--- config.mk ---
export PLATFORM = sky130hd
export DESIGN_NAME = uart_led_ctrl
export DESIGN_NICKNAME = d
export VERILOG_FILES = /design/src/uart_pkg.sv /design/src/hs_link_if.sv /design/src/byte_fifo.sv /design/src/cmd_exec.sv /design/src/uart_led_ctrl.sv /design/src/uart_rx.sv /design/src/uart_tx.sv
export VERILOG_INCLUDE_DIRS = /design/src
export SDC_FILE = /design/constraint.sdc
export NUM_CORES = 1
export LEC_CHECK = 0
export BUFFER_PORTS_ARGS = -buffer_cell sky130_fd_sc_hd__buf_2
export CORE_MARGIN = 8
export CORE_UTILIZATION = 30
export CTS_CLUSTER_SIZE = 20
export DETAILED_ROUTE_END_ITERATION = 12
export GPL_TIMING_DRIVEN = 0
export HOLD_SLACK_MARGIN = 0.08
export SETUP_SLACK_MARGIN = 0.05
export SYNTH_ARGS = -nofsm -noshare
export SYNTH_HDL_FRONTEND = slang
export SYNTH_SLANG_ARGS = --single-unit
--- constraint.sdc ---
create_clock -name clk -period 5.5 [get_ports clk]
set_input_delay 0.275 -clock clk [delete_from_list [all_inputs] [get_ports clk]]
set_output_delay 0.275 -clock clk [all_outputs]
set_load 0.02 [all_outputs]
--- src/uart_cfg.svh ---
// UART link configuration with bit timing, FIFO depth and command and reply codes.
`ifndef UART_CFG_SVH
`define UART_CFG_SVH

// Clock cycles spent on each serial bit.
`define UART_CLKS_PER_BIT 8

// Entries in the byte FIFO between receiver and executor. Must be a power of two.
`define UART_FIFO_DEPTH 4

// Command codes understood by the executor.
`define CMD_LED_ON     8'hAA
`define CMD_LED_OFF    8'h55
`define CMD_LED_TOGGLE 8'hC3

// Reply for a corrupted byte or an unknown code.
`define REPLY_NAK      8'h15

`endif

--- src/uart_pkg.sv ---
// Shared types for the serial LED command link.
package uart_pkg;

    // One received byte together with its error flag.
    typedef struct packed {
        logic [7:0] data; // Byte as deframed from the rx line.
        logic       bad;  // Set on a parity or stop bit error.
    } rx_byte_t;

endpackage

--- src/hs_link_if.sv ---
// Four-phase req/ack link that carries one payload of a chosen type.
`timescale 1ns/100ps

interface hs_link_if #(
    parameter type T = logic [7:0]
);

    logic req;     // Raised by the producer while the payload is offered.
    logic ack;     // Raised by the consumer once the payload has been taken.
    T     payload; // Held stable from req rising until ack rises.

    // The producer side drives req and payload.
    modport src (
        output req,
        output payload,
        input  ack
    );

    // The consumer side answers with ack.
    modport dst (
        input  req,
        input  payload,
        output ack
    );

endinterface

--- src/byte_fifo.sv ---
// Circular FIFO with a four-phase req/ack link on each side.
`timescale 1ns/100ps

module byte_fifo #(
    parameter type T     = logic [7:0],
    parameter int  DEPTH = 4
) (
    input  logic   clk,
    input  logic   arst_n,
    hs_link_if.dst in,
    hs_link_if.src out
);

    localparam int AW = $clog2(DEPTH);

    T            mem [DEPTH];
    logic [AW-1:0] wr_ptr;
    logic [AW-1:0] rd_ptr;
    logic [AW:0]   count;    // One extra bit tells full from empty.
    logic          full;
    logic          push;
    logic          pop;

    assign full = (count == (AW + 1)'(DEPTH));
    assign push = in.req && !in.ack && !full;   // Full withholds ack as back-pressure.
    assign pop  = out.req && out.ack;           // Head leaves once the consumer acks.

    // Acceptor and offerer run side by side.
    always_ff @(posedge clk or negedge arst_n) begin
        if (!arst_n) begin
            wr_ptr  <= '0;
            rd_ptr  <= '0;
            count   <= '0;
            in.ack  <= 1'b0;
            out.req <= 1'b0;
        end else begin
            if (push) begin
                wr_ptr <= wr_ptr + 1'b1;            // Pointers wrap on their own.
                in.ack <= 1'b1;
            end else if (in.ack && !in.req) begin
                in.ack <= 1'b0;                     // Producer released req.
            end

            if (pop) begin
                rd_ptr  <= rd_ptr + 1'b1;
                out.req <= 1'b0;
            end else if (!out.req && !out.ack && count != '0) begin
                out.req <= 1'b1;                    // Offer the head entry.
            end

            case ({push, pop})
                2'b10:   count <= count + 1'b1;
                2'b01:   count <= count - 1'b1;
                default: count <= count;
            endcase
        end
    end

    always_ff @(posedge clk) begin
        if (push) begin
            mem[wr_ptr] <= in.payload;
        end
    end

    // The head entry is not overwritten while it is offered.
    assign out.payload = mem[rd_ptr];

endmodule

--- src/cmd_exec.sv ---
// Command executor that drives the LED and replies to every byte over the UART.
`timescale 1ns/100ps
`include "uart_cfg.svh"

module cmd_exec (
    input  logic   clk,
    input  logic   arst_n,
    hs_link_if.dst in,
    output logic   tx,
    output logic   tx_busy,
    output logic   led
);
    import uart_pkg::*;

    rx_byte_t   cmd;
    logic [7:0] reply;     // Reply for the offered byte.
    logic [7:0] reply_q;   // Reply handed to the transmitter.
    logic       led_next;
    logic       tx_start;  // One-cycle strobe, also marks a pending reply.
    logic       accept;

    assign cmd    = in.payload;
    assign accept = in.req && !in.ack && !tx_busy && !tx_start; // Wait for a free transmitter.

    always_comb begin
        led_next = led;
        reply    = `REPLY_NAK;                   // Bad bytes and unknown codes.
        if (!cmd.bad) begin
            case (cmd.data)
                `CMD_LED_ON: begin
                    led_next = 1'b1;
                    reply    = `CMD_LED_ON;
                end
                `CMD_LED_OFF: begin
                    led_next = 1'b0;
                    reply    = `CMD_LED_OFF;
                end
                `CMD_LED_TOGGLE: begin
                    led_next = ~led;
                    reply    = `CMD_LED_TOGGLE;
                end
                default: reply = `REPLY_NAK;
            endcase
        end
    end

    always_ff @(posedge clk or negedge arst_n) begin
        if (!arst_n) begin
            in.ack   <= 1'b0;
            led      <= 1'b0;
            tx_start <= 1'b0;
        end else begin
            tx_start <= accept;
            if (accept) begin
                in.ack <= 1'b1;
                led    <= led_next;              // LED moves on the ack edge.
            end else if (in.ack && !in.req) begin
                in.ack <= 1'b0;                  // Handshake closes.
            end
        end
    end

    always_ff @(posedge clk) begin
        if (accept) begin
            reply_q <= reply;
        end
    end

    uart_tx u_tx (
        .clk    (clk),
        .arst_n (arst_n),
        .start  (tx_start),
        .data   (reply_q),
        .tx     (tx),
        .busy   (tx_busy)
    );

endmodule

--- src/uart_led_ctrl.sv ---
// Serial LED controller built from receiver, byte FIFO and command executor.
`timescale 1ns/100ps
`include "uart_cfg.svh"

module uart_led_ctrl (
    input  logic clk,
    input  logic arst_n,
    input  logic rx,
    output logic tx,
    output logic tx_busy,
    output logic led
);
    import uart_pkg::*;

    hs_link_if #(.T(rx_byte_t)) rx_link   ();  // Receiver into FIFO.
    hs_link_if #(.T(rx_byte_t)) exec_link ();  // FIFO into executor.

    uart_rx u_rx (
        .clk    (clk),
        .arst_n (arst_n),
        .rx     (rx),
        .out    (rx_link.src)
    );

    byte_fifo #(
        .T     (rx_byte_t),
        .DEPTH (`UART_FIFO_DEPTH)
    ) u_fifo (
        .clk    (clk),
        .arst_n (arst_n),
        .in     (rx_link.dst),
        .out    (exec_link.src)
    );

    cmd_exec u_exec (
        .clk     (clk),
        .arst_n  (arst_n),
        .in      (exec_link.dst),
        .tx      (tx),
        .tx_busy (tx_busy),
        .led     (led)
    );

endmodule

--- src/uart_rx.sv ---
// UART receiver that deframes 8E1 bytes, checks them and offers them on a req/ack link.
`timescale 1ns/100ps
`include "uart_cfg.svh"

module uart_rx (
    input  logic   clk,
    input  logic   arst_n,
    input  logic   rx,
    hs_link_if.src out
);
    import uart_pkg::*;

    localparam int CPB = `UART_CLKS_PER_BIT;
    localparam int CW  = $clog2(CPB);
    localparam logic [CW-1:0] CNT_MID  = CW'(CPB / 2 - 1); // Middle of the start bit.
    localparam logic [CW-1:0] CNT_LAST = CW'(CPB - 1);     // One full bit period.

    typedef enum logic [2:0] {
        S_IDLE,
        S_START,
        S_DATA,
        S_PARITY,
        S_STOP
    } state_t;

    state_t        state;
    logic [2:0]    rx_sync;   // Two synchronizer stages plus one edge stage.
    logic          rx_bit;
    logic          rx_fell;
    logic [CW-1:0] cnt;       // Cycles within the current bit.
    logic [2:0]    bit_idx;   // Data bit being received.
    logic [7:0]    shreg;     // Data bits arrive LSB first.
    logic          par_bit;
    rx_byte_t      hold;      // Offered byte, kept until the consumer acks.
    logic          bit_tick;
    logic          stop_smp;
    logic          link_free;

    assign rx_bit    = rx_sync[1];                 // Synchronized line level.
    assign rx_fell   = rx_sync[2] & ~rx_sync[1];   // Falling edge opens a frame.
    assign bit_tick  = (cnt == CNT_LAST);          // Middle of a data, parity or stop bit.
    assign stop_smp  = (state == S_STOP) && bit_tick;
    assign link_free = !out.req && !out.ack;       // Previous handshake fully closed.

    always_ff @(posedge clk or negedge arst_n) begin
        if (!arst_n) begin
            rx_sync <= '1;                         // Idle line is high.
            state   <= S_IDLE;
            cnt     <= '0;
            bit_idx <= '0;
            out.req <= 1'b0;
        end else begin
            rx_sync <= {rx_sync[1:0], rx};
            case (state)
                S_IDLE: begin
                    cnt <= '0;
                    if (rx_fell) begin
                        state <= S_START;
                    end
                end
                S_START: begin
                    if (cnt == CNT_MID) begin
                        cnt     <= '0;
                        bit_idx <= '0;
                        state   <= rx_bit ? S_IDLE : S_DATA; // A glitch returns to idle.
                    end else begin
                        cnt <= cnt + 1'b1;
                    end
                end
                S_DATA: begin
                    if (bit_tick) begin
                        cnt     <= '0;
                        bit_idx <= bit_idx + 1'b1;
                        if (bit_idx == 3'd7) begin
                            state <= S_PARITY;
                        end
                    end else begin
                        cnt <= cnt + 1'b1;
                    end
                end
                S_PARITY: begin
                    if (bit_tick) begin
                        cnt   <= '0;
                        state <= S_STOP;
                    end else begin
                        cnt <= cnt + 1'b1;
                    end
                end
                S_STOP: begin
                    if (bit_tick) begin
                        cnt   <= '0;
                        state <= S_IDLE;
                    end else begin
                        cnt <= cnt + 1'b1;
                    end
                end
                default: state <= S_IDLE;
            endcase

            // A frame that ends while the link is busy is lost.
            if (stop_smp && link_free) begin
                out.req <= 1'b1;
            end else if (out.req && out.ack) begin
                out.req <= 1'b0;                   // Consumer has the byte.
            end
        end
    end

    always_ff @(posedge clk) begin
        if (state == S_DATA && bit_tick) begin
            shreg <= {rx_bit, shreg[7:1]};
        end
        if (state == S_PARITY && bit_tick) begin
            par_bit <= rx_bit;
        end
        if (stop_smp && link_free) begin
            hold.data <= shreg;
            hold.bad  <= (^{shreg, par_bit}) | ~rx_bit; // Odd count or low stop bit.
        end
    end

    assign out.payload = hold;

endmodule

--- src/uart_tx.sv ---
// UART transmitter that sends one byte as an 8E1 frame.
`timescale 1ns/100ps
`include "uart_cfg.svh"

module uart_tx (
    input  logic       clk,
    input  logic       arst_n,
    input  logic       start,
    input  logic [7:0] data,
    output logic       tx,
    output logic       busy
);

    localparam int CPB = `UART_CLKS_PER_BIT;
    localparam int CW  = $clog2(CPB);
    localparam logic [CW-1:0] CNT_LAST = CW'(CPB - 1);
    localparam logic [3:0]    IDX_STOP = 4'd10; // Start, eight data, parity, stop.

    logic [CW-1:0] cnt;       // Cycles within the current bit.
    logic [3:0]    bit_idx;   // Bit now on the line.
    logic [3:0]    next_idx;
    logic          next_bit;
    logic [7:0]    data_q;
    logic          par_q;

    assign next_idx = bit_idx + 4'd1;

    // Level of the bit that follows the current one.
    always_comb begin
        case (next_idx)
            4'd9:    next_bit = par_q;
            4'd10:   next_bit = 1'b1;
            default: next_bit = data_q[next_idx[2:0] - 3'd1]; // Data goes LSB first.
        endcase
    end

    always_ff @(posedge clk or negedge arst_n) begin
        if (!arst_n) begin
            tx      <= 1'b1;
            busy    <= 1'b0;
            cnt     <= '0;
            bit_idx <= '0;
        end else if (!busy) begin
            if (start) begin
                busy    <= 1'b1;
                tx      <= 1'b0;                   // Start bit.
                cnt     <= '0;
                bit_idx <= '0;
            end
        end else if (cnt == CNT_LAST) begin
            cnt <= '0;
            if (bit_idx == IDX_STOP) begin
                busy <= 1'b0;                      // Stop bit complete.
                tx   <= 1'b1;
            end else begin
                bit_idx <= next_idx;
                tx      <= next_bit;
            end
        end else begin
            cnt <= cnt + 1'b1;
        end
    end

    always_ff @(posedge clk) begin
        if (start && !busy) begin
            data_q <= data;
            par_q  <= ^data;                       // Makes the count of ones even.
        end
    end

endmodule
# Word-level counts from Yosys, hierarchy flattened
# Memory sizes are Yosys's and may differ from the RTL's.
# Cells that the tools add are included.
# Widths: inputs -> output; s select.
# word_totals
ff_bits,69
ram_bits,36
inputBits,3
output_inout_bits,3
wordCells,153
memories,1
# memory_table
memory,depth,width,read_ports,rd_ports_with_merged_regs,wr,line,rtl
u_fifo.mem,4,9,1,0,1,byte_fifo.sv:16,T mem [DEPTH];
# op_classes
n_addsub,9
n_lt_le_gt_ge,1
n_eq_ne,25
n_mux,45
bitwise_logic,5
n_reduce_logical,43
# ops
cell,count
$mux 3,13
$pmux 8 s3,1
$mux 1,19
$logic_and 1x1->1,17
$eq 8x8->1 const B,2
$mux 4,4
$eq 3x3->1 const B,5
$pmux 3 s5,1
$ne 2x1->1 const B,7
$reduce_bool 2->1,7
$add 3x1->3 const B,4
$eq 4x4->1 const B,3
$pmux 3 s2,2
$eq 3x2->1 const B,3
$pmux 3 s3,1
$reduce_and 3->1,3
$reduce_bool 3->1,3
$reduce_xor 9->1,1
$eq 8x7->1 const B,1
$reduce_xor 8->1,1
$logic_not 1->1,7
$reduce_and 6->1,1
$sub 3x1->3 const B,2
$add 2x1->2 const B,2
16 further kinds,18

# Logic depth before layout (Yosys ltp)
# logic_depth
depth_word,8
mapped_depth,9
mapped_depth_nobuf,9

# Modules after synthesis
# Synthesis repeated with hierarchy kept, for this count alone.
# hier_totals
cells_unflattened,285
area_unflattened_um2,4478.0
# modules_own_cells
mod,instances,cells_per_inst,area_per_inst_um2,seq_area_each_um2
byte_fifo,1,89,1789.2,1306.3
uart_rx,1,95,1370.1,869.6
uart_tx,1,78,955.9,496.7
cmd_exec,1,23,362.8,225.2

# Worst setup path after synthesis
# No wires, ideal clock.
# synth_timing
path_kind,register to register
start,reg u_rx.cnt[0]
end,"reg u_rx.hold, in the netlist u_rx.out.payload[0] (enable)"
setup_ns,0.406
t_arrival_ns,1.941
t_required_ns,5.094
path_slack_ns,3.153
stages_incl_launch_ff,4
path_buffers,0
synth_period_minus_slack_ns,2.347
cell_sequence,dfrtp_1 > ha_1 > ha_1 > nor4b_1
# synth_via
elab_chain_cells,3
# synth_rtl
item,line,rtl
from (decl),uart_rx.sv:30,logic [CW-1:0] cnt;
from (signal assigned),uart_rx.sv:67,cnt <= cnt + 1'b1;
from (signal assigned),uart_rx.sv:78,cnt <= cnt + 1'b1;
from (signal assigned),uart_rx.sv:86,cnt <= cnt + 1'b1;
$eq 3x3->1,uart_rx.sv:41,assign bit_tick = (cnt == CNT_LAST);
$logic_and 1x1->1,uart_rx.sv:42,assign stop_smp = (state == S_STOP) && bit_tick;
$logic_and 1x1->1,uart_rx.sv:116,if (stop_smp && link_free) begin
to (decl),uart_rx.sv:34,rx_byte_t hold;
# Every way passes these cells.
# A chain may end at the register's enable or synchronous reset.

# Final worst setup path
# layout_timing
start,reg u_fifo.count[0]
end,reg u_fifo.count[2]
# layout_via
elab_chain_cells,5
word_cells_on_any_way,9
classes_between,add/sub: 2; eq/ne: 3; mux: 1; reduce/logical: 3
# layout_rtl
item,line,rtl
from (decl),byte_fifo.sv:19,logic [AW:0] count;
from (signal assigned),byte_fifo.sv:52,2'b10: count <= count + 1'b1;
from (signal assigned),byte_fifo.sv:53,2'b01: count <= count - 1'b1;
from (signal assigned),byte_fifo.sv:54,default: count <= count;
$eq 3x3->1,byte_fifo.sv:24,assign full = (count == (AW + 1)'(DEPTH));
$logic_not 1->1,byte_fifo.sv:25,assign push = in.req && !in.ack && !full;
$logic_and 1x1->1,byte_fifo.sv:25,
$eq 2x1->1 or $eq 2x2->1 (tied branches),byte_fifo.sv:51,"case ({push, pop})"
$pmux 3 s2 or $reduce_bool 2->1 (tied branches),--,
# Parallel ways exist; a longest one is shown, timed or not.

==> results.yml <==
outcome:
  status: "completed"
drt:
  vias_per_cell: 4.60
  routed_wl_mm: 6.70
  drt_iter0_drc: 104
  avgRoutedWirePerCell_um: 14.0
  vias: 2206
  first_pass_iters: 4
  drc: 0
  ant_nets: 0
floorplanning:
  start_util_pct: 30.4
  core_area_sq_mm: 0.0138
  die_y_um: 134
  die_x_um: 134
  pin_count: 6
  placementRows: 43
  die_area_sq_mm: 0.0180
clock_network:
  clock-sinks: 99
  cts-root-buf: "clkbuf_16"
  htreeDepth: 3
  clkSlewWorstSetupHoldPaths_ps: 70
  cts_hold_buf: 2
  cts-resized-gates: 0
  cts_tree: "yes"
  cts_setup_buffers: 0
  clkLatencyLatePin_ps: 350
  cts_buffers: 9
  cts_max_path_buffers: 2
logic_synthesis:
  synth_largest_area_cell: "edfxtp_1"
  syn_area_per_cell_sq_um: 15.2
  synth.area.top_cells: "edfxtp_1 (47%), dfrtp_1 (18%), ha_1 (5.1%)"
  ys_ff_latch: 99
  synth_nets: 297
  yosysWarnings: 0
  synth_edf_count: 65
  yosys.area.top_type_share_pct: 46.6
  ys_types: 42
  async_reset_ff_share_pct: 34.3
  syn_inst: 276
  synthFlopType: "edfxtp_1"
  ys_seq_area_share_pct: 67.0
  netlist_area_sq_mm: 0.00419
power_and_ir_drop:
  vdd_drop_max_mv: 0.169
  pwr-share-comb_pct: 10.7
  p_sw_w: 0.000431
  sw_frac_of_total_pct: 23.2
  power.density_mw_per_mm2: 383
  power_frac_clock_pct: 41.4
  internal_power_w: 0.00143
  seqPwrFrac_pct: 47.9
  p_leak_nw: 1.74
timing:
  hold_slack_ps: 357
  fin_crit_sh_pct: 40.9
  fmax_ghz: 0.445
  final_max_slew_viol_count: 0
  slew_headroom_pct: 46.7
  period_needed_ps: 2250
  skew_ps: 7.32
  setup_tns_ps: 0
  rsz0062_at_grt: "false"
  hold_viol_final: 0
  setup_ws_ps: 3250
  tightest_slew_ps: 795
  setup_viol_count_final: 0
worst_setup_path:
  end_kind: "flop"
  setup.worst_path.start_class: "flop"
  reg2reg_slack_ps: 3250
  r2r_start: "u_fifo.count[0]"
  r2r-end: "u_fifo.count[2]"
  critPathMaxFanout: 8
  startpoint: "u_fifo.count[0]"
  r2r_cells: 9
  crit_required_ps: 5720
  worstPathArrival_ps: 2470
  critPathKind: "reg2reg"
placed_design:
  place_ws_ps: 3250
  place.gp.congestion: 0.785
  hpwl_mm: 4.54
  portBuffers: 5
layout:
  multiInputGateArea_sq_mm: 0.00129
  antennaDiodeCount: 0
  drive_gt1_share_pct: 13.0
  area_growth_pct: 15.8
  regArea_sq_mm: 0.00281
  nFillCells: 1340
  final_net_count: 316
global_routing:
  grt_use_total_pct: 8.20
  grt_pass1_wl_mm: 11.6
  grt_pass1_vias: 2367
  antenna_found_initial: 0
  grt_max_degree: 35
  overflow: 0
hold_path:
  hold_path_end: "u_rx.rx_sync[1]"
  min_from: "u_rx.rx_sync[0]"
  hold_path_class: "reg2reg"
  hold_depth: 0
job:
  maxCapViolations: 0
==> critical path, stage by stage (launching register included) <==
cell	delay, ps
dfrtp_1	390
nor2_1	100
a211oi_1	700
inv_1	100
ha_1	230
inv_1	70
fa_1	170
xor2_1	160
nor2_1	70
xor2_1	150
==> kinds of logic (layout without fill, tap and decap cells) <==
logic type,count (synthesis),in the layout,synth area share [%]
AOI/OAI and AO/OA,44,44,6.90
xor gates and xnor gates,16,16,3.35
adders and majority gates,18,18,5.56
buffers and inverters,25,49,2.42
DFF,99,99,67.0
muxes,13,13,6.75
and+or+nand+nor,61,61,8.01
==> power groups by stage <==
stage	clock (W)	sequential [W]	combinational, W
2_1_floorplan	0	0.000896	0.000152
3_3_place_gp	0	0.000900	0.000191
3_5_place_dp	0	0.000905	0.000200
4_1_cts	0.000792	0.000889	0.000202
5_1_grt	0.000818	0.000898	0.000229
6_report	0.000770	0.000890	0.000199
==> state kept, by name (all words and copies together) (netlist names), 3 cells and up <==
register,flops
u_fifo.mem,36
u_fifo.count,3
u_rx.shreg,8
u_rx.cnt,3
u_exec.u_tx.cnt,3
u_rx.rx_sync,3
u_rx.state,3
u_exec.u_tx.data_q,5
u_rx.out.payload,9
u_rx.bit_idx,3
u_exec.reply_q,5
u_exec.u_tx.bit_idx,4
==> layout make-up <==
cell class,count,area share (%)
Buffer,7,0.696
Clock buffer,9,4.64
Clock inverter,7,3.04
Inverter,18,1.39
Multi-Input combinational cell,152,26.6
Sequential cell,99,57.9
Tap cell,180,4.64
Timing Repair Buffer,8,1.08
==> layer usage <==
layer  share of wire, %  track usage (%)  vias up
met5                  0                0        -
met2                 50             13.7       16
met1                 45             9.11     1118
met3                2.8             3.03       11
met4                2.0             3.81        0
li1                   -                -     1061
==> through the flow <==
step	power (W)	utilization (%)	instances	cell area (sq um)
2_1_floorplan	0.00105	-	276	4190
3_3_place_gp	0.00109	32.2	461	4440
3_5_place_dp	0.00110	32.3	462	4450
4_1_cts	0.00188	35.2	480	4850
5_1_grt	0.00195	35.2	480	4850
6_report	0.00186	35.2	480	4850
==> placed cells by master, fill, tap and decap left out, drive strengths merged, types with 2 or more instances in the layout <==
cell,synthesis,routed
o21a,2,2
dfstp,4,4
xor2,5,5
buf,2,8
nand3,4,4
clkbuf,5,14
nor2,17,17
edfxtp,65,65
o21ai,14,14
bufinv,0,4
dlygate4sd3,0,2
a22o,4,4
mux2i,2,2
nor2b,3,3
a31oi,7,7
nand4bb,4,4
o31ai,2,2
ha,17,17
a21oi,5,5
nand2,16,16
nor3,3,3
dfrtp,30,30
and2,7,7
nor4b,2,2
xnor2,11,11
a211oi,4,4
mux4,11,11
inv,18,20
==> synthesized netlist by cell type, drive strengths merged (5+ instances only) <==
cell	instances
and2	7
inv	18
o21ai	14
a31oi	7
dfrtp	30
xnor2	11
clkbuf	5
xor2	5
nand2	16
nor2	17
edfxtp	65
a21oi	5
mux4	11
ha	17
==> worst max-delay path by stage <==
stage                                endpoint  slack, ps  cells past startpoint
final                         u_fifo.count[2]       3250                      9
after global routing          u_fifo.count[2]       3050                      9
after CTS                     u_fifo.count[2]       3240                      9
after detailed placement      u_fifo.count[2]       3250                      9
after global placement    u_rx.out.payload[8]       2640                      3
after floorplan           u_rx.out.payload[0]       3150                      3
(Power assumes the default switching activity.)
